--- src/axi_pkg.sv ---
`default_nettype none

package axi_pkg;

  // Master index bits above the master ID
  localparam int tag_bits = 2;

  typedef enum logic [1:0] {
    MASTER_0,
    MASTER_1,
    MASTER_2,
    MASTER_U
  } master_sel_t;

  typedef enum logic [1:0] {
    LOCK_NO,
    LOCK_S0,
    LOCK_S1,
    LOCK_S2
  } lock_t;

  typedef enum logic [1:0] {
    SLV_0,
    SLV_1,
    SLV_2
  } slave_sel_t;

  function automatic logic [2:0] slv_onehot(slave_sel_t s);
    return 3'b001 << s;
  endfunction

  // Region 3 has no slave of its own
  function automatic slave_sel_t region_slave(logic [1:0] region);
    if (region == 2'd3) begin
      return SLV_2;
    end
    return slave_sel_t'(region);
  endfunction

endpackage

`default_nettype wire

--- src/axi_if.sv ---
`default_nettype none

interface ar_if #(
  parameter int id_bits   = 4,
  parameter int addr_bits = 32
);

  logic [id_bits-1:0]   id;
  logic [addr_bits-1:0] addr;
  logic [7:0]           len;
  logic                 valid;
  logic                 ready;

  modport src(output id, output addr, output len, output valid, input ready);
  modport dst(input id, input addr, input len, input valid, output ready);

endinterface

interface r_if #(
  parameter int id_bits   = 4,
  parameter int data_bits = 32
);

  logic [id_bits-1:0]   id;
  logic [data_bits-1:0] data;
  logic [1:0]           resp;
  logic                 last;
  logic                 valid;
  logic                 ready;

  modport src(
    output id, output data, output resp, output last, output valid,
    input ready
  );
  modport dst(
    input id, input data, input resp, input last, input valid,
    output ready
  );

endinterface

`default_nettype wire

--- src/axi_ar_arbiter.sv ---
`default_nettype none

module axi_ar_arbiter
  import axi_pkg::*;
#(
  parameter int id_bits   = 4,
  parameter int addr_bits = 32
) (
  input  logic clk,
  input  logic rstn,
  ar_if.dst    m0,
  ar_if.dst    m1,
  ar_if.src    out
);

  master_sel_t sel;
  master_sel_t grant;   // Held master while a request waits
  master_sel_t prefer;  // Round-robin pointer
  logic        locked;
  logic        handshake;

  logic [id_bits-1:0]   id_sel;
  logic [addr_bits-1:0] addr_sel;
  logic [7:0]           len_sel;
  logic                 valid_sel;

  always_comb begin
    if (locked) begin
      sel = grant;
    end else if (m0.valid && m1.valid) begin
      sel = prefer;
    end else if (m1.valid) begin
      sel = MASTER_1;
    end else begin
      sel = MASTER_0;
    end
  end

  always_comb begin
    if (sel == MASTER_1) begin
      id_sel    = m1.id;
      addr_sel  = m1.addr;
      len_sel   = m1.len;
      valid_sel = m1.valid;
    end else begin
      id_sel    = m0.id;
      addr_sel  = m0.addr;
      len_sel   = m0.len;
      valid_sel = m0.valid;
    end
  end

  assign out.id    = {sel, id_sel};  // Tag above the master ID
  assign out.addr  = addr_sel;
  assign out.len   = len_sel;
  assign out.valid = valid_sel;

  assign m0.ready = out.ready && (sel == MASTER_0);
  assign m1.ready = out.ready && (sel == MASTER_1);

  assign handshake = out.valid && out.ready;

  always_ff @(posedge clk, negedge rstn) begin
    if (!rstn) begin
      locked <= 1'b0;
      grant  <= MASTER_0;
      prefer <= MASTER_0;
    end else begin
      if (handshake) begin
        locked <= 1'b0;
        prefer <= (sel == MASTER_0) ? MASTER_1 : MASTER_0;
      end else if (out.valid) begin
        locked <= 1'b1;  // Keep the stalled master
        grant  <= sel;
      end
    end
  end

endmodule

`default_nettype wire

--- src/axi_ar_decoder.sv ---
`default_nettype none

module axi_ar_decoder
  import axi_pkg::*;
#(
  parameter int id_bits   = 4,
  parameter int addr_bits = 32,
  parameter int max_out   = 2
) (
  input  logic       clk,
  input  logic       rstn,
  ar_if.dst          in,
  ar_if.src          s0,
  ar_if.src          s1,
  ar_if.src          s2,
  input  logic [2:0] done_slave
);

  localparam int cnt_bits = $clog2(max_out + 1);

  logic [id_bits+tag_bits-1:0] id;
  logic [addr_bits-1:0]        addr;
  slave_sel_t                  slv;
  logic [2:0]                  hit;
  logic [2:0]                  full;
  logic [2:0]                  svalid;
  logic [2:0]                  sready;
  logic [2:0]                  inc;

  logic [cnt_bits-1:0] cnt [3];  // Open bursts per slave

  assign id   = in.id;
  assign addr = in.addr;
  assign slv  = region_slave(addr[17:16]);
  assign hit  = slv_onehot(slv);

  always_comb begin
    for (int i = 0; i < 3; i++) begin
      full[i] = (cnt[i] == cnt_bits'(max_out));
    end
  end

  // Full slave sees no valid
  assign svalid = hit & ~full & {3{in.valid}};
  assign sready = {s2.ready, s1.ready, s0.ready};
  assign inc    = svalid & sready;

  assign in.ready = |(hit & ~full & sready);

  assign s0.id    = id;
  assign s0.addr  = addr;
  assign s0.len   = in.len;
  assign s0.valid = svalid[0];

  assign s1.id    = id;
  assign s1.addr  = addr;
  assign s1.len   = in.len;
  assign s1.valid = svalid[1];

  assign s2.id    = id;
  assign s2.addr  = addr;
  assign s2.len   = in.len;
  assign s2.valid = svalid[2];

  always_ff @(posedge clk, negedge rstn) begin
    if (!rstn) begin
      for (int i = 0; i < 3; i++) begin
        cnt[i] <= '0;
      end
    end else begin
      for (int i = 0; i < 3; i++) begin
        // AR handshake and last beat may land together
        cnt[i] <= cnt[i] + cnt_bits'(inc[i]) - cnt_bits'(done_slave[i]);
      end
    end
  end

endmodule

`default_nettype wire

--- src/axi_r_router.sv ---
`default_nettype none

module axi_r_router
  import axi_pkg::*;
#(
  parameter int id_bits   = 4,
  parameter int data_bits = 32
) (
  input  logic       clk,
  input  logic       rstn,
  r_if.dst           s0,
  r_if.dst           s1,
  r_if.dst           s2,
  r_if.src           m0,
  r_if.src           m1,
  output logic [2:0] done_slave
);

  localparam int tid_bits = id_bits + tag_bits;

  logic [tid_bits-1:0]  rid   [3];
  logic [data_bits-1:0] rdata [3];
  logic [1:0]           rresp [3];
  logic [2:0]           rlast;
  logic [2:0]           rvalid;
  logic [2:0]           rready;

  lock_t       lock;
  lock_t       lock_next;
  slave_sel_t  cur;
  logic        pick;
  master_sel_t tag;

  logic [tid_bits-1:0]  rid_s;
  logic [data_bits-1:0] rdata_s;
  logic [1:0]           rresp_s;
  logic                 rlast_s;
  logic                 rvalid_s;
  logic                 ready_m;
  logic                 accept;

  assign rid[0]    = s0.id;
  assign rdata[0]  = s0.data;
  assign rresp[0]  = s0.resp;
  assign rid[1]    = s1.id;
  assign rdata[1]  = s1.data;
  assign rresp[1]  = s1.resp;
  assign rid[2]    = s2.id;
  assign rdata[2]  = s2.data;
  assign rresp[2]  = s2.resp;
  assign rlast     = {s2.last, s1.last, s0.last};
  assign rvalid    = {s2.valid, s1.valid, s0.valid};
  assign s0.ready  = rready[0];
  assign s1.ready  = rready[1];
  assign s2.ready  = rready[2];

  always_ff @(posedge clk, negedge rstn) begin
    if (!rstn) begin
      lock <= LOCK_NO;
    end else begin
      lock <= lock_next;
    end
  end

  // Slave select
  always_comb begin
    pick = 1'b1;
    cur  = SLV_0;
    case (lock)
      LOCK_S0: cur = SLV_0;
      LOCK_S1: cur = SLV_1;
      LOCK_S2: cur = SLV_2;
      default: begin
        if (rvalid[0]) cur = SLV_0;  // Fixed priority when free
        else if (rvalid[1]) cur = SLV_1;
        else if (rvalid[2]) cur = SLV_2;
        else pick = 1'b0;
      end
    endcase
  end

  assign rid_s    = rid[cur];
  assign rdata_s  = rdata[cur];
  assign rresp_s  = rresp[cur];
  assign rlast_s  = rlast[cur];
  assign rvalid_s = pick && rvalid[cur];
  assign tag      = master_sel_t'(rid_s[tid_bits-1 -: tag_bits]);

  // Route to the tagged master
  always_comb begin
    m0.id    = '0;
    m0.data  = '0;
    m0.resp  = 2'b00;
    m0.last  = 1'b0;
    m0.valid = 1'b0;
    m1.id    = '0;
    m1.data  = '0;
    m1.resp  = 2'b00;
    m1.last  = 1'b0;
    m1.valid = 1'b0;
    ready_m  = 1'b0;
    case (tag)
      MASTER_0: begin
        m0.id    = rid_s[id_bits-1:0];
        m0.data  = rdata_s;
        m0.resp  = rresp_s;
        m0.last  = rlast_s;
        m0.valid = rvalid_s;
        ready_m  = m0.ready;
      end
      MASTER_1: begin
        m1.id    = rid_s[id_bits-1:0];
        m1.data  = rdata_s;
        m1.resp  = rresp_s;
        m1.last  = rlast_s;
        m1.valid = rvalid_s;
        ready_m  = m1.ready;
      end
      default: ready_m = 1'b0;  // No such master
    endcase
  end

  assign accept     = rvalid_s && ready_m;
  assign rready     = pick ? (slv_onehot(cur) & {3{ready_m}}) : 3'b000;
  assign done_slave = (accept && rlast_s) ? slv_onehot(cur) : 3'b000;

  always_comb begin
    lock_next = lock;
    if (lock == LOCK_NO) begin
      if (rvalid_s && !ready_m) begin
        case (cur)  // Hold the stalled beat
          SLV_0: lock_next = LOCK_S0;
          SLV_1: lock_next = LOCK_S1;
          default: lock_next = LOCK_S2;
        endcase
      end
    end else if (accept) begin
      // Rotate past the slave just served
      case (cur)
        SLV_0: lock_next = rvalid[1] ? LOCK_S1 : (rvalid[2] ? LOCK_S2 : LOCK_NO);
        SLV_1: lock_next = rvalid[2] ? LOCK_S2 : (rvalid[0] ? LOCK_S0 : LOCK_NO);
        default: lock_next = rvalid[0] ? LOCK_S0 : (rvalid[1] ? LOCK_S1 : LOCK_NO);
      endcase
    end
  end

endmodule

`default_nettype wire

--- src/axi_read_xbar.sv ---
`default_nettype none

module axi_read_xbar
  import axi_pkg::*;
#(
  parameter int id_bits   = 4,
  parameter int addr_bits = 32,
  parameter int data_bits = 32,
  parameter int max_out   = 2
) (
  input  logic                        clk,
  input  logic                        rstn,
  // Master 0
  input  logic [id_bits-1:0]          m0_arid,
  input  logic [addr_bits-1:0]        m0_araddr,
  input  logic [7:0]                  m0_arlen,
  input  logic                        m0_arvalid,
  output logic                        m0_arready,
  output logic [id_bits-1:0]          m0_rid,
  output logic [data_bits-1:0]        m0_rdata,
  output logic [1:0]                  m0_rresp,
  output logic                        m0_rlast,
  output logic                        m0_rvalid,
  input  logic                        m0_rready,
  // Master 1
  input  logic [id_bits-1:0]          m1_arid,
  input  logic [addr_bits-1:0]        m1_araddr,
  input  logic [7:0]                  m1_arlen,
  input  logic                        m1_arvalid,
  output logic                        m1_arready,
  output logic [id_bits-1:0]          m1_rid,
  output logic [data_bits-1:0]        m1_rdata,
  output logic [1:0]                  m1_rresp,
  output logic                        m1_rlast,
  output logic                        m1_rvalid,
  input  logic                        m1_rready,
  // Slave 0
  output logic [id_bits+tag_bits-1:0] s0_arid,
  output logic [addr_bits-1:0]        s0_araddr,
  output logic [7:0]                  s0_arlen,
  output logic                        s0_arvalid,
  input  logic                        s0_arready,
  input  logic [id_bits+tag_bits-1:0] s0_rid,
  input  logic [data_bits-1:0]        s0_rdata,
  input  logic [1:0]                  s0_rresp,
  input  logic                        s0_rlast,
  input  logic                        s0_rvalid,
  output logic                        s0_rready,
  // Slave 1
  output logic [id_bits+tag_bits-1:0] s1_arid,
  output logic [addr_bits-1:0]        s1_araddr,
  output logic [7:0]                  s1_arlen,
  output logic                        s1_arvalid,
  input  logic                        s1_arready,
  input  logic [id_bits+tag_bits-1:0] s1_rid,
  input  logic [data_bits-1:0]        s1_rdata,
  input  logic [1:0]                  s1_rresp,
  input  logic                        s1_rlast,
  input  logic                        s1_rvalid,
  output logic                        s1_rready,
  // Slave 2
  output logic [id_bits+tag_bits-1:0] s2_arid,
  output logic [addr_bits-1:0]        s2_araddr,
  output logic [7:0]                  s2_arlen,
  output logic                        s2_arvalid,
  input  logic                        s2_arready,
  input  logic [id_bits+tag_bits-1:0] s2_rid,
  input  logic [data_bits-1:0]        s2_rdata,
  input  logic [1:0]                  s2_rresp,
  input  logic                        s2_rlast,
  input  logic                        s2_rvalid,
  output logic                        s2_rready
);

  logic [2:0] done_slave;

  ar_if #(.id_bits(id_bits), .addr_bits(addr_bits)) ar_m0 ();
  ar_if #(.id_bits(id_bits), .addr_bits(addr_bits)) ar_m1 ();
  ar_if #(.id_bits(id_bits + tag_bits), .addr_bits(addr_bits)) ar_tag ();
  ar_if #(.id_bits(id_bits + tag_bits), .addr_bits(addr_bits)) ar_s0 ();
  ar_if #(.id_bits(id_bits + tag_bits), .addr_bits(addr_bits)) ar_s1 ();
  ar_if #(.id_bits(id_bits + tag_bits), .addr_bits(addr_bits)) ar_s2 ();

  r_if #(.id_bits(id_bits + tag_bits), .data_bits(data_bits)) r_s0 ();
  r_if #(.id_bits(id_bits + tag_bits), .data_bits(data_bits)) r_s1 ();
  r_if #(.id_bits(id_bits + tag_bits), .data_bits(data_bits)) r_s2 ();
  r_if #(.id_bits(id_bits), .data_bits(data_bits)) r_m0 ();
  r_if #(.id_bits(id_bits), .data_bits(data_bits)) r_m1 ();

  // Master AR side
  assign ar_m0.id    = m0_arid;
  assign ar_m0.addr  = m0_araddr;
  assign ar_m0.len   = m0_arlen;
  assign ar_m0.valid = m0_arvalid;
  assign m0_arready  = ar_m0.ready;
  assign ar_m1.id    = m1_arid;
  assign ar_m1.addr  = m1_araddr;
  assign ar_m1.len   = m1_arlen;
  assign ar_m1.valid = m1_arvalid;
  assign m1_arready  = ar_m1.ready;

  // Slave AR side
  assign s0_arid     = ar_s0.id;
  assign s0_araddr   = ar_s0.addr;
  assign s0_arlen    = ar_s0.len;
  assign s0_arvalid  = ar_s0.valid;
  assign ar_s0.ready = s0_arready;
  assign s1_arid     = ar_s1.id;
  assign s1_araddr   = ar_s1.addr;
  assign s1_arlen    = ar_s1.len;
  assign s1_arvalid  = ar_s1.valid;
  assign ar_s1.ready = s1_arready;
  assign s2_arid     = ar_s2.id;
  assign s2_araddr   = ar_s2.addr;
  assign s2_arlen    = ar_s2.len;
  assign s2_arvalid  = ar_s2.valid;
  assign ar_s2.ready = s2_arready;

  // Slave R side
  assign r_s0.id    = s0_rid;
  assign r_s0.data  = s0_rdata;
  assign r_s0.resp  = s0_rresp;
  assign r_s0.last  = s0_rlast;
  assign r_s0.valid = s0_rvalid;
  assign s0_rready  = r_s0.ready;
  assign r_s1.id    = s1_rid;
  assign r_s1.data  = s1_rdata;
  assign r_s1.resp  = s1_rresp;
  assign r_s1.last  = s1_rlast;
  assign r_s1.valid = s1_rvalid;
  assign s1_rready  = r_s1.ready;
  assign r_s2.id    = s2_rid;
  assign r_s2.data  = s2_rdata;
  assign r_s2.resp  = s2_rresp;
  assign r_s2.last  = s2_rlast;
  assign r_s2.valid = s2_rvalid;
  assign s2_rready  = r_s2.ready;

  // Master R side
  assign m0_rid     = r_m0.id;
  assign m0_rdata   = r_m0.data;
  assign m0_rresp   = r_m0.resp;
  assign m0_rlast   = r_m0.last;
  assign m0_rvalid  = r_m0.valid;
  assign r_m0.ready = m0_rready;
  assign m1_rid     = r_m1.id;
  assign m1_rdata   = r_m1.data;
  assign m1_rresp   = r_m1.resp;
  assign m1_rlast   = r_m1.last;
  assign m1_rvalid  = r_m1.valid;
  assign r_m1.ready = m1_rready;

  axi_ar_arbiter #(
    .id_bits  (id_bits),
    .addr_bits(addr_bits)
  ) axi_ar_arbiter_inst (
    .clk (clk),
    .rstn(rstn),
    .m0  (ar_m0),
    .m1  (ar_m1),
    .out (ar_tag)
  );

  axi_ar_decoder #(
    .id_bits  (id_bits),
    .addr_bits(addr_bits),
    .max_out  (max_out)
  ) axi_ar_decoder_inst (
    .clk       (clk),
    .rstn      (rstn),
    .in        (ar_tag),
    .s0        (ar_s0),
    .s1        (ar_s1),
    .s2        (ar_s2),
    .done_slave(done_slave)
  );

  axi_r_router #(
    .id_bits  (id_bits),
    .data_bits(data_bits)
  ) axi_r_router_inst (
    .clk       (clk),
    .rstn      (rstn),
    .s0        (r_s0),
    .s1        (r_s1),
    .s2        (r_s2),
    .m0        (r_m0),
    .m1        (r_m1),
    .done_slave(done_slave)
  );

endmodule

`default_nettype wire

--- config.mk ---
export PLATFORM = sky130hd
export DESIGN_NAME = axi_read_xbar
export DESIGN_NICKNAME = d
export VERILOG_FILES = /design/src/axi_pkg.sv /design/src/axi_if.sv /design/src/axi_ar_arbiter.sv /design/src/axi_ar_decoder.sv /design/src/axi_r_router.sv /design/src/axi_read_xbar.sv
export SDC_FILE = /design/constraint.sdc
export NUM_CORES = 1
export LEC_CHECK = 0
export BUFFER_PORTS_ARGS = -buffer_cell sky130_fd_sc_hd__buf_2
export CORE_AREA = 2 2 176 178
export CTS_CLUSTER_SIZE = 10
export DETAILED_ROUTE_END_ITERATION = 8
export DIE_AREA = 0 0 178 180
export GPL_TIMING_DRIVEN = 0
export PLACE_DENSITY_LB_ADDON = 0.1
export SKIP_LAST_GASP = 1
export SLEW_MARGIN = 40
export SYNTH_ARGS = -nofsm -noshare
export SYNTH_HDL_FRONTEND = slang
export SYNTH_SLANG_ARGS = --single-unit
--- constraint.sdc ---
create_clock -name clk -period 4.2 [get_ports clk]
set_clock_uncertainty 0.05 [all_clocks]
set_input_delay 0 -clock clk [delete_from_list [all_inputs] [get_ports clk]]
set_output_delay 0 -clock clk [all_outputs]
set_load 0.01 [all_outputs]
After elaboration in Yosys (flattened, before gate mapping)

Index checks and enable logic that the tools add are counted.

$add $sub $neg: 6
Multiply operators: 0
Div/mod/pow operators: 0
Magnitude comparators: 2
Eq/ne operators: 11
Shifts and indexed selects: 2
Mux-type cells: 58
Bitwise logic cells: 8
Reduce and logical (&&, ||, !) cells: 19

Operators by type and width:

| cell                                                               | number |
|---|---|
| 32-bit two-way mux                                                 | 5 |
| 32-bit binary-select mux with 2-bit select                         | 1 |
| 2-bit two-way mux                                                  | 19 |
| 1-bit two-way mux                                                  | 17 |
| 3-bit AND                                                          | 5 |
| 6-bit binary-select mux with 2-bit select                          | 1 |
| 2-bit == test (second input constant)                              | 6 |
| 4-bit two-way mux                                                  | 3 |
| 6-bit two-way mux                                                  | 2 |
| 2-bit by 1-bit == test with 1-bit output (second input constant)   | 4 |
| 1-bit logical AND                                                  | 8 |
| 2-bit logical NOT                                                  | 4 |
| 8-bit two-way mux                                                  | 1 |
| 2-bit one-hot mux with 2 select lines                              | 2 |
| 2-bit by 1-bit adder with 2-bit output                             | 3 |
| 3-bit two-way mux                                                  | 2 |
| 2-bit one-hot mux with 3 select lines                              | 1 |
| 3-bit OR reduction                                                 | 2 |
| 1-bit by 2-bit left shift with 3-bit output (first input constant) | 2 |
| 2-bit by 1-bit subtractor with 2-bit output                        | 3 |
| 1-bit binary-select mux with 2-bit select                          | 2 |
| 2-bit binary-select mux with 2-bit select                          | 1 |
| 2-bit AND reduction                                                | 2 |
| 2-bit nonzero test                                                 | 2 |
| 8 further kinds                                                    | 8 |

Flip-flop bits (word level): 13
Latch bits: 0
RAM bits: 0
Bits in read-only memories: 0
Bits of input ports: 223
Output and inout port bits: 226
Logic and storage cells: 113
Memories kept: 0

Depth between registers and ports, before layout

Gate-level depths: netlist (run 1).

Depth after elaboration: 15
Depth in mapped cells: 13
Gate-level depth less buffers: 11

Modules after synthesis

A second synthesis (run 1) with hierarchy kept.

Cells, all modules: 507
Area total of the unflattened synthesis: 3659.8 µm²

Modules (own cells, without submodules):

| module         | instances | cells an instance | area an instance (µm²) | sequential area each (µm²) |
|---|---|---|---|---|
| axi_ar_decoder | 1         | 179               | 1440.1                 | 150.1 |
| axi_r_router   | 1         | 251               | 1407.6                 | 50.0 |
| axi_ar_arbiter | 1         | 77                | 812.0                  | 100.1 |

Worst setup path after synthesis (run 1)

No wires, ideal clock.

Kind: register to register
From: register axi_r_router_inst.lock[0]
To: register axi_ar_decoder_inst.cnt[1] (netlist bit)
Setup time: 0.080 ns
Arrival time: 2.384 ns
Data required time: 4.070 ns
Setup slack: 1.686 ns
Cell stages (with the launch flop): 13
Path buffers: 1
Clock period less this slack: 2.514 ns
Path through: dfrtp_1 buf_2 inv_2 a2111o_1 a211oi_2 a211oi_4 a21oi_1 nor4b_2 ha_1 inv_1 ha_1 xnor2_1 xnor2_1

Cells in the longest elaborated chain, start to end: 12
Elaborated cells between the ends (all ways): 23
Those cells by class: 1 x add/sub; 4 x eq/ne; 1 x shift; 11 x mux; 1 x bitwise; 5 x reduce/logical

Ends and longest elaborated chain:

| what                                                                                 | line                 | RTL |
|---|---|---|
| start: declaration                                                                   | axi_r_router.sv:28   | `lock_t lock;` |
| start signal: assignment                                                             | axi_r_router.sv:61   | `lock <= lock_next;` |
| 2-bit == test / 2-bit by 1-bit == test with 1-bit output (equally long branches)     | axi_r_router.sv:69   | `case (lock)` |
| 2-bit one-hot mux with 3 select lines                                                | axi_r_router.sv:69   |  |
| 2-bit inverter with 3-bit output (implied by the code)                               | axi_r_router.sv:82   | `assign rid_s = rid[cur];` |
| 6-bit binary-select mux with 2-bit select                                            | axi_r_router.sv:82   |  |
| 6-bit two-way mux (implied by the code) (2 in a row)                                 | axi_r_router.sv:82   |  |
| 2-bit by 1-bit == test with 1-bit output / 2-bit logical NOT (equally long branches) | axi_r_router.sv:102  | `case (tag)` |
| 1-bit one-hot mux with 2 select lines                                                | axi_r_router.sv:102  |  |
| 1-bit logical AND                                                                    | axi_r_router.sv:123  | `assign accept = rvalid_s && ready_m;` |
| 1-bit logical AND                                                                    | axi_r_router.sv:125  | `assign done_slave = (accept && rlast_s) ? slv_onehot(cur) : 3'b000;` |
| 3-bit two-way mux *                                                                  | axi_r_router.sv:125  |  |
| 2-bit by 1-bit subtractor with 2-bit output *                                        | axi_ar_decoder.sv:73 | `cnt[i] <= cnt[i] + cnt_bits'(inc[i]) - cnt_bits'(done_slave[i]);` |
| end signal: indexed assignment                                                       | axi_ar_decoder.sv:73 |  |
| end: declaration                                                                     | axi_ar_decoder.sv:30 | `logic [cnt_bits-1:0] cnt [3];` |

Every way passes the cells marked *; elsewhere a longest branch is shown, timed or not. The select of a mux whose other input is x is not followed.
A chain may end at the register's enable or synchronous reset.

Final worst setup path (run 1)

From: register axi_r_router_inst.lock[1]
To: register axi_ar_decoder_inst.cnt[3] (netlist bit)

The elaborated chain is that of the path after synthesis.

==> flow_summary_export.csv, run 1 <==
group,metric,value,unit
sta,final_hold_viol_count,0,
pwr,total_power,4.34,mW
clock_tree,clk_pin_slew_worst_paths,0.04,ns
logic_synthesis,synth_warnings,0,
critical_path,crit_type,"register to register",
logic_synthesis,async_reset_ff_share,100,%
sta,drv_slew,0,
drt,drtIter0Drc,126,
grt,grt_pass1_vias,5362,
drt,vias_per_cell,3.69,
placed_design,dp_slack,0.799,ns
critical_path,cp.arrival,3.43,ns
sta,fin_crit_sh,79.1,%
sta,min_period,3.32,ns
drt,vias,5280,
floorplan,coreArea,30200,sq um
grt,grt_start_max_net_pins,13,
finish,final_util,20.8,%
grt,overflow,0,
sta,relSlewSlack,51.4,%
logic_synthesis,ys_ff_latch,12,
critical_path,critPathLaunch,"axi_r_router_inst.lock[1]$_DFFE_PN0P_",
clock_tree,cts_hold_buffers,1,
logic_synthesis,yosys.area.top_type,"buf_4",
min_path,hold_start,"s0_rvalid",
placed_design,place_hpwl,20400,microns
drt,routed_wl,22800,microns
placed_design,place_congestion,0.773,
clock_tree,postCtsSetupRepairBufs,0,
sta,rsz0062_at_grt,"no",
placed_design,io_buffers,446,
min_path,min_path_type,"primary input to register",
floorplan,ios,449,
logic_synthesis,yosys.area.top_type_share,19.9,%
floorplan,fp.dieH,180,microns
floorplan,placementRows,64,
critical_path,cp-start-kind,"register",
critical_path,worstPathRequired,4.31,ns
grt,grt_use_total,13.3,%
clock_tree,htreeDepth,1,
pwr,p_leak,3.92,nW
sta,worst_pin_slew,0.728,ns
grt,grt_first_pass_wirelength,32300,microns
finish,post-route-cell-area,6290,sq um
finish,drive_gt1_share,54.7,%
finish,nNetsFinal,1263,
clock_tree,clk_latency,0.24,ns
drt,drc,0,
clock_tree,cts_made_buffers,3,
drt,dr.pass1.iters,4,
placed_design,dpl_cell_area,6200,sq um
drt,avgRoutedWirePerCell,16.0,microns
sta,setup_slack,0.876,ns
logic_synthesis,synth_area_leaders,"buf_4 (20%), nand2_1 (15%), nor2_1 (15%), mux2i_1 (12%), dfrtp_1 (8.6%)",
clock_tree,clockRootBuffer,"clkbuf_16",
floorplan,initial_utilization,11.5,%
drt,ant_nets,0,
critical_path,cp_slowest_cell,"a21oi_1",
logic_synthesis,netlist_instances,582,
floorplan,die_area,32000,sq um
logic_synthesis,synth_edf_count,0,
logic_synthesis,yosys_most_used_dff,"dfrtp_1",
clock_tree,cts_tree,"yes",
logic_synthesis,netlist_area,3470,sq um
logic_synthesis,avgSynthCellArea,5.97,sq um
clock_tree,clockBufferDepth,2,
logic_synthesis,post-synth-top-count-cell,"nand2_1",
logic_synthesis,synth_cell_types,50,
clock_tree,cts.sinks,12,
finish,fillers,3625,
critical_path,end_kind,"register",
critical_path,crit_fanout,10,
status,status,"finished clean",
clock_tree,cts.repair.resized,0,
pwr,cellPowerDensity,690,nW/um^2
sta,fmax,301,MHz
critical_path,crit_chain,"buf_2 -> inv_2 -> a21oi_1 -> buf_2 -> a21oi_1 -> nor4_1 -> ha_1 -> inv_1 -> ha_1 -> xnor2_1 -> xnor2_1",
grt,grt_antenna_before_repair,5,
job,max-cap-violations,0,
floorplan,die_x,178,microns
logic_synthesis,synth-seq-area-share,8.65,%
critical_path,cpPeakStageDelay,0.54,ns
pwr,ir_drop,187,uV
finish,area_growth,81.1,%
sta,fin_setup_tns,0,ns
logic_synthesis,yosys-top-cells-count,"nand2_1 (142), nor2_1 (137), buf_4 (92)",
logic_synthesis,synth_nets,811,
critical_path,r2r-start,"axi_r_router_inst.lock[1]$_DFFE_PN0P_",
sta,setup-violations-final,0,
## critical path, delay by kind of cell (launching register included)
| kind | cells | cell delay [ns] |
|---|---|---|
| AO/OA/AOI/OAI | 2 | 0.82 |
| buffers and inverters | 4 | 0.78 |
| adder cells (fa/ha/maj) | 2 | 0.46 |
| AND/OR/NAND/NOR | 1 | 0.43 |
| flip-flops | 1 | 0.41 |
| XOR/XNOR | 2 | 0.27 |
## worst paths after layout
kind                                                    endpoint  slack [ns]  depth (start not counted)
setup / recovery            axi_ar_decoder_inst.cnt[3]$_DFF_PN0_        0.88                         11
hold / removal             axi_r_router_inst.lock[0]$_DFFE_PN0P_        0.07                          3
setup reg to reg            axi_ar_decoder_inst.cnt[3]$_DFF_PN0_        0.88                         11
hold reg to reg             axi_ar_decoder_inst.cnt[1]$_DFF_PN0_        0.42                          1
max in group asynchronous  axi_r_router_inst.lock[0]$_DFFE_PN0P_        3.73                          2
min in group asynchronous   axi_ar_decoder_inst.cnt[5]$_DFF_PN0_        0.13                          2
## routing by layer
metal	track usage, %	vias to the layer above	routed length [microns]
met4	1.21	2	218
met2	28.5	289	12800
met3	2.98	18	1930
met1	12.7	2277	7910
met5	0	-	13
li1	-	2694	-
## kinds of logic after synthesis
logic type / count (synthesis) / share of synthesized area [%]
simple gates: 310 / 36.2
compound gates: 68 / 12.9
flops: 12 / 8.65
fa+ha+maj: 6 / 2.16
mux: 46 / 13.4
xor+xnor: 6 / 1.51
buf+inv: 134 / 25.1
## layout make-up
class | count | area, sq um | share of cell area [%]
multi-input cells | 436 | 2300 | 36.6
diodes | 2 | 5.00 | 0.0796
plain buffers | 126 | 843 | 13.4
repair buffers | 447 | 2240 | 35.6
flip-flops and latches | 12 | 300 | 4.77
inverters | 8 | 30.0 | 0.477
clock buffers | 3 | 75.1 | 1.19
well taps | 396 | 495 | 7.88
## sequential cells by signal, indices dropped and copies added (netlist names)
register	cells
axi_ar_arbiter_inst.locked	1
axi_r_router_inst.lock	2
axi_ar_arbiter_inst.grant	2
axi_ar_arbiter_inst.prefer	1
axi_ar_decoder_inst.cnt	6
## power breakdown
group	total (mW)	switching (mW)	leakage [nW]	internal, mW
Combinational	3.95	2.27	3.74	1.68
Clock	0.174	0.0501	0.0370	0.124
Sequential	0.214	0.0426	0.142	0.171
Total	4.34	2.36	3.92	1.98
## through the flow
stage | std cells | hold WS, ns
6_report | 1430 | 0.0686
5_1_grt | 1430 | 0.104
4_1_cts | 1428 | 0.0636
3_5_place_dp | 1424 | -0.131
3_3_place_gp | 1424 | -0.138
2_1_floorplan | 582 | -0.346
## placed cells by master (no fill, tap or decap), drive strengths merged, types with 2 or more instances in the layout
| master | synthesis | routed |
|---|---|---|
| nor2 | 138 | 138 |
| a21oi | 47 | 47 |
| nor3 | 6 | 6 |
| xnor2 | 6 | 6 |
| mux2i | 43 | 43 |
| nand2 | 142 | 142 |
| buf | 102 | 548 |
| dfrtp | 12 | 12 |
| o21ai | 2 | 2 |
| inv | 7 | 7 |
| clkbuf | 24 | 27 |
| diode | 0 | 2 |
| nor3b | 2 | 2 |
| a211oi | 5 | 5 |
| nand2b | 5 | 5 |
| ha | 6 | 6 |
| nor2b | 4 | 4 |
| and2 | 4 | 4 |
| mux2 | 3 | 3 |
| and2b | 2 | 2 |
| nor4 | 2 | 2 |
(Power assumes the default switching activity.)
==> run 2, diff against run 1 <==
==> constraint.sdc (replaced) <==
create_clock -name clk -period 2.78 [get_ports clk]
set_clock_uncertainty 0.05 [all_clocks]
set_input_delay 0 -clock clk [delete_from_list [all_inputs] [get_ports clk]]
set_output_delay 0 -clock clk [all_outputs]
set_load 0.01 [all_outputs]
==> run 2 against run 1 <==
- setup slack got worse by 0.75 ns
- non-clock buffer count rose by 3
- critical endpoint is now axi_ar_decoder_inst.cnt[1]$_DFF_PN0_
- maximum frequency rose by 25%
- wire length barely moved
- register-to-register slack got worse by 0.75 ns
- global-route usage barely moved
- clock-buffer cell count did not move
- clock power rose by 51%
- core utilization rose by 0.38 points
- flip-flop and latch count did not move
- largest cell class unchanged
==> flow_summary_export.csv, run 2 (synthesis gave the netlist of run 1 again) <==
group,metric,value,unit
critical_path,crit_fanout,6,
pwr,power.clock.fraction,3.9,%
finish,area_growth,84.4,%
clock_tree,htreeDepth,1,
clock_tree,cts_made_buffers,3,
finish,fin_cells,1433,
drt,avgRoutedWirePerCell,15.9,microns
grt,overflow,0,
drt,routed_wl,22800,microns
sta,fin_crit_sh,95.4,%
grt,grt_use_total,13.3,%
clock_tree,cts.sinks,12,
drt,vias_per_cell,3.67,
finish,layout_commonest_cell,"buf_2",
sta,fmax,377,MHz
placed_design,dpl_cell_area,6200,sq um
finish,nNetsFinal,1266,
pwr,cellPowerDensity,1050,nW/um^2
pwr,p_switching,3.62,mW
critical_path,r2r.worst_path.cells,11,
min_path,worst_hold_path.endpoint,"axi_r_router_inst.lock[0]$_DFFE_PN0P_",
floorplan,initial_utilization,11.5,%
critical_path,r2r_slack,0.13,ns
placed_design,place_congestion,0.773,
min_path,min_path_type,"primary input to register",
critical_path,cp.arrival,2.77,ns
pwr,p_sw_share,54.1,%
finish,largest_register_ffs,6,
placed_design,dp_slack,-0.621,ns
min_path,hold_start,"s0_rvalid",
clock_tree,clockBufferDepth,2,
clock_tree,clockRootBuffer,"clkbuf_16",
clock_tree,clk_latency,0.24,ns
floorplan,ios,449,
floorplan,die_area,32000,sq um
finish,regMostFlops,"axi_ar_decoder_inst.cnt",
job,max-cap-violations,0,
min_path,whs_path_depth,3,
critical_path,cp-start-kind,"register",
finish,final_cell_mix,"buf_2 (450), nand2_1 (142), nor2_1 (136)",
clock_tree,clk_pin_slew_worst_paths,0.04,ns
placed_design,place_hpwl,20400,microns
sta,setup_slack,0.128,ns
floorplan,die_x,178,microns
sta,min_period,2.65,ns
drt,drc,0,
grt,grt_antenna_before_repair,5,
sta,relSlewSlack,51.5,%
critical_path,rr_endpoint,"axi_ar_decoder_inst.cnt[1]$_DFF_PN0_",
pwr,p_int,3.07,mW
drt,drtIter0Drc,113,
critical_path,r2r-start,"axi_r_router_inst.lock[1]$_DFFE_PN0P_",
finish,reg.largest.list,"axi_ar_decoder_inst.cnt (6), axi_ar_arbiter_inst.grant (2), axi_r_router_inst.lock (2)",
grt,grt_pass1_vias,5378,
pwr,p_seq_share,4.9,%
sta,final_hold_viol_count,0,
clock_tree,cts_tree,"yes",
critical_path,worstPathRequired,2.89,ns
placed_design,io_buffers,446,
floorplan,fp.dieH,180,microns
placed_design,dp_cells,1424,
sta,worst_pin_slew,0.721,ns
sta,drv_slew,0,
critical_path,critPathLaunch,"axi_r_router_inst.lock[1]$_DFFE_PN0P_",
floorplan,coreArea,30200,sq um
drt,dr.pass1.iters,4,
critical_path,crit_type,"register to register",
sta,rsz0062_at_grt,"yes",
pwr,ir_drop,284,uV
finish,post-route-cell-area,6400,sq um
status,status,"finished clean",
grt,grt_first_pass_wirelength,32400,microns
critical_path,end_kind,"register",
pwr,p_leak,3.95,nW
drt,ant_nets,0,
sta,setup-violations-final,0,
pwr,comb_power_share,91.2,%
floorplan,placementRows,64,
sta,fin_setup_tns,0,ns
drt,vias,5266,
grt,grt_start_max_net_pins,13,
finish,drive_gt1_share,56.0,%
[run 2: cell types whose count changed in the layout (fill, tap and decap cells not counted), sizes merged]
| cell | change |
|---|---|
| buf | +2 |
| clkbuf | +1 |
| clkinv | -1 |
| clkinvlp | +1 |
[run 2: layout make-up]
cell class | count | area, sq um
sequential | 12 | 302
timing repair buffer | 450 | 2260
multi-input combinational | 436 | 2360
tap | 396 | 495
buffer | 126 | 862
antenna | 2 | 5.00
inverter | 8 | 36.3
fill | 3609 | 23800
clock buffer | 3 | 75.1
[run 2: power by group through the flow]
stage	logic, mW	registers [mW]	clock network (mW)
floorplan	3.71	0.309	0
global placement	6.20	0.329	0
detailed placement	6.14	0.323	0
CTS	6.23	0.325	0.272
global route	6.75	0.340	0.281
finish	6.10	0.326	0.263
[run 2: critical path: stages (launching register included)]
cell	delay, ns
dfrtp_1	0.41
nor2b_1	0.19
a2111o_1	0.43
a211oi_2	0.30
a211oi_4	0.11
a21oi_2	0.12
nor4b_4	0.22
ha_1	0.28
inv_1	0.06
ha_1	0.15
xnor2_1	0.13
xnor2_1	0.13
[run 2: how the worst max path moves through the flow]
stage / to / slack, ns
floorplan: axi_ar_decoder_inst.cnt[1]$_DFF_PN0_ / 0.27
global placement: axi_ar_decoder_inst.cnt[3]$_DFF_PN0_ / -0.58
detailed placement: axi_ar_decoder_inst.cnt[3]$_DFF_PN0_ / -0.62
CTS: axi_ar_decoder_inst.cnt[1]$_DFF_PN0_ / 0.02
global route: axi_ar_decoder_inst.cnt[3]$_DFF_PN0_ / -0.09
finish: axi_ar_decoder_inst.cnt[1]$_DFF_PN0_ / 0.13
[run 2: stage by stage]
stage               util (%)  power (mW)  hold slack, ns
CTS                     21.0        6.83          0.0636
global route            21.2        7.37           0.101
detailed placement      20.5        6.46          -0.131
floorplan                  -        4.01          -0.346
finish                  21.2        6.69          0.0616
global placement        20.5        6.53          -0.138
[run 2: layer usage]
layer | wire [microns] | global-route usage (%) | up-vias | part of all wire [%]
li1 | - | - | 2700 | -
met1 | 7910 | 12.6 | 2268 | 35
met2 | 12800 | 28.7 | 284 | 56
met3 | 1970 | 2.98 | 12 | 8.6
met4 | 139 | 1.21 | 2 | 0.61
met5 | 13 | 0 | - | 0.057
[run 2: timing repair]
| item | 4_1_cts | 5_1_grt |
|---|---|---|
| hold buffers | 1 | 0 |
| hold endpoints to repair | 12 | 0 |
| setup buffers | 0 | 3 |
| setup endpoints to repair | 83 | 36 |
| resized for setup | 11 | 15 |
| pin swaps | 1 | 2 |
==> run 3, diff against run 2 <==
==> constraint.sdc (replaced) <==
create_clock -name clk -period 2.78 [get_ports clk]
set_clock_uncertainty 0.05 [all_clocks]
set_input_delay 0.417 -clock clk [delete_from_list [all_inputs] [get_ports clk]]
set_output_delay 0.417 -clock clk [all_outputs]
set_load 0.01 [all_outputs]
==> run 3 against run 2 <==
- setup slack worse by 0.016 ns
- sequential power about the same
- global-route usage about the same
- design area is 2.7% higher
- clock-buffer cell count unchanged
- critical path depth is 2 lower
- register-to-register slack about the same
- non-clock buffer count grew 4
- clock power about the same
- power up 4.0%
- largest cell class unchanged
- largest power group unchanged
==> flow_summary_export.csv, run 3 (synthesis gave the netlist of run 1 again) <==
group,metric,value,unit
pwr,comb_power_share,91.5,%
floorplan,fp.dieH,180,microns
finish,post-route-cell-area,6580,sq um
sta,fin_setup_tns,0,ns
sta,setup_slack,0.112,ns
clock_tree,cts_tree,"yes",
pwr,p_switching,3.68,mW
sta,fin_crit_sh,96.0,%
floorplan,initial_utilization,11.5,%
pwr,p_int,3.28,mW
finish,largest_register_ffs,6,
drt,dr.pass1.iters,5,
critical_path,worstPathRequired,2.31,ns
sta,final_hold_viol_count,0,
placed_design,dpl_cell_area,6200,sq um
critical_path,crit_type,"register to primary output",
clock_tree,htreeDepth,1,
critical_path,cp-start-kind,"register",
sta,worst_pin_slew,0.721,ns
min_path,min_path_type,"primary input to async pin",
pwr,p_leak,4.07,nW
clock_tree,clk_latency,0.24,ns
floorplan,placementRows,64,
sta,rsz0062_at_grt,"yes",
drt,dr_wl_met3,1980,microns
sta,min_period,2.67,ns
drt,drtIter0Drc,113,
grt,grt_pass1_vias,5390,
placed_design,dp_cells,1424,
critical_path,end_kind,"primary output",
clock_tree,clockBufferDepth,2,
critical_path,cp.arrival,2.20,ns
grt,grt_start_max_net_pins,13,
floorplan,coreArea,30200,sq um
floorplan,die_x,178,microns
job,max-cap-violations,0,
drt,wl_met2,12800,microns
grt,overflow,0,
critical_path,r2r-start,"axi_r_router_inst.lock[1]$_DFFE_PN0P_",
sta,fmax,375,MHz
finish,final_cell_mix,"buf_2 (450), nand2_1 (141), nor2_1 (134)",
critical_path,crit_chain,"nand2_1 -> a21boi_1 -> buf_6 -> buf_4 -> mux2i_1 -> nor2_1 -> a21oi_1 -> nor2_1 -> buf_2",
sta,hold_ws,0.0152,ns
placed_design,place_congestion,0.773,
clock_tree,clockRootBuffer,"clkbuf_16",
drt,vias_per_cell,3.70,
finish,drive_gt1_share,59.3,%
pwr,p_seq_share,4.7,%
drt,avgRoutedWirePerCell,16.0,microns
finish,layout_commonest_cell,"buf_2",
clock_tree,clk_pin_slew_worst_paths,0.04,ns
clock_tree,cts_hold_buffers,0,
pwr,p_sw_share,52.9,%
clock_tree,cts_made_buffers,3,
grt,grt_antenna_before_repair,5,
pwr,total_power,6.96,mW
pwr,cellPowerDensity,1060,nW/um^2
pwr,power.clock.fraction,3.8,%
placed_design,place_hpwl,20400,microns
pwr,ir_drop,283,uV
drt,top_layer,"met5",
finish,nNetsFinal,1270,
floorplan,die_area,32000,sq um
critical_path,cpMostUsedCell,"nor2_1",
clock_tree,cts.sinks,12,
finish,regMostFlops,"axi_ar_decoder_inst.cnt",
grt,grt_first_pass_wirelength,32400,microns
drt,vias,5319,
drt,wl_met1,7960,microns
critical_path,critPathLaunch,"axi_r_router_inst.lock[0]$_DFFE_PN0P_",
finish,final_util,21.8,%
sta,setup-violations-final,0,
floorplan,ios,449,
status,status,"finished clean",
drt,ant_nets,0,
finish,fin_cells,1437,
critical_path,cp_slowest_cell,"dfrtp_2",
sta,relSlewSlack,51.5,%
placed_design,io_buffers,446,
drt,routed_wl,22900,microns
finish,area_growth,89.4,%
finish,reg.largest.list,"axi_ar_decoder_inst.cnt (6), axi_ar_arbiter_inst.grant (2), axi_r_router_inst.lock (2)",
placed_design,dp_slack,-0.630,ns
critical_path,cpPeakStageDelay,0.43,ns
grt,grt_use_total,13.3,%
critical_path,crit_fanout,10,
drt,drc,0,
sta,drv_slew,0,
-- run 3: cell types whose count changed in the layout (fill, tap and decap cells not counted), moves of 2 or more --
cell and delta:
mux2i_4 +2, clkbuf_1 -20, buf_6 +2, buf_12 +2, mux2i_1 -3, clkbuf_4 -2
buf_4 +6, clkbuf_2 +16, a21oi_1 -2, nor2_1 -2, nor2_2 +2
-- run 3: path summary, 6_finish.rpt --
path / end / slack [ns] / cells past startpoint
max: m0_rdata[18] / 0.11 / 9
min: axi_ar_decoder_inst.cnt[5]$_DFF_PN0_ / 0.02 / 1
max reg2reg: axi_ar_decoder_inst.cnt[1]$_DFF_PN0_ / 0.14 / 11
min reg2reg: axi_ar_decoder_inst.cnt[1]$_DFF_PN0_ / 0.42 / 1
max in group asynchronous: axi_r_router_inst.lock[0]$_DFFE_PN0P_ / 2.41 / 1
min in group clk: axi_ar_decoder_inst.cnt[1]$_DFF_PN0_ / 0.42 / 1
-- run 3: metal layers --
| metal | vias up | global-route usage (%) |
|---|---|---|
| li1 | 2703 | - |
| met1 | 2310 | 12.8 |
| met2 | 290 | 28.5 |
| met3 | 14 | 2.98 |
| met4 | 2 | 1.28 |
| met5 | - | 0 |
-- run 3: power groups by stage --
stage          clock network (mW)  registers (mW)  logic, mW
3_5_place_dp                    0           0.323       6.14
6_report                    0.263           0.327       6.37
3_3_place_gp                    0           0.329       6.20
4_1_cts                     0.272           0.325       6.37
2_1_floorplan                   0           0.309       3.71
5_1_grt                     0.281           0.340       7.02
-- run 3: final cells by class --
type,count,area [sq um]
Antenna cell,2,5.00
Buffer,126,922
Clock buffer,3,75.1
Fill cell,3586,23600
Inverter,8,35.0
Multi-Input combinational cell,436,2430
Sequential cell,12,302
Tap cell,396,495
Timing Repair Buffer,454,2320
-- run 3: repair_timing --
action,in CTS,in global routing
gates resized for setup,43,35
pin swaps,0,3
setup endpoints to repair,207,154
buffers inserted,2,6
-- run 3: critical path: cells and delay by family, from the launching register on --
kind                   cells  cell delay (ns)
buffers and inverters      3             0.58
multiplexers               1             0.27
flip-flops                 1             0.43
AND/OR/NAND/NOR            3             0.26
AO/OA/AOI/OAI              2             0.41
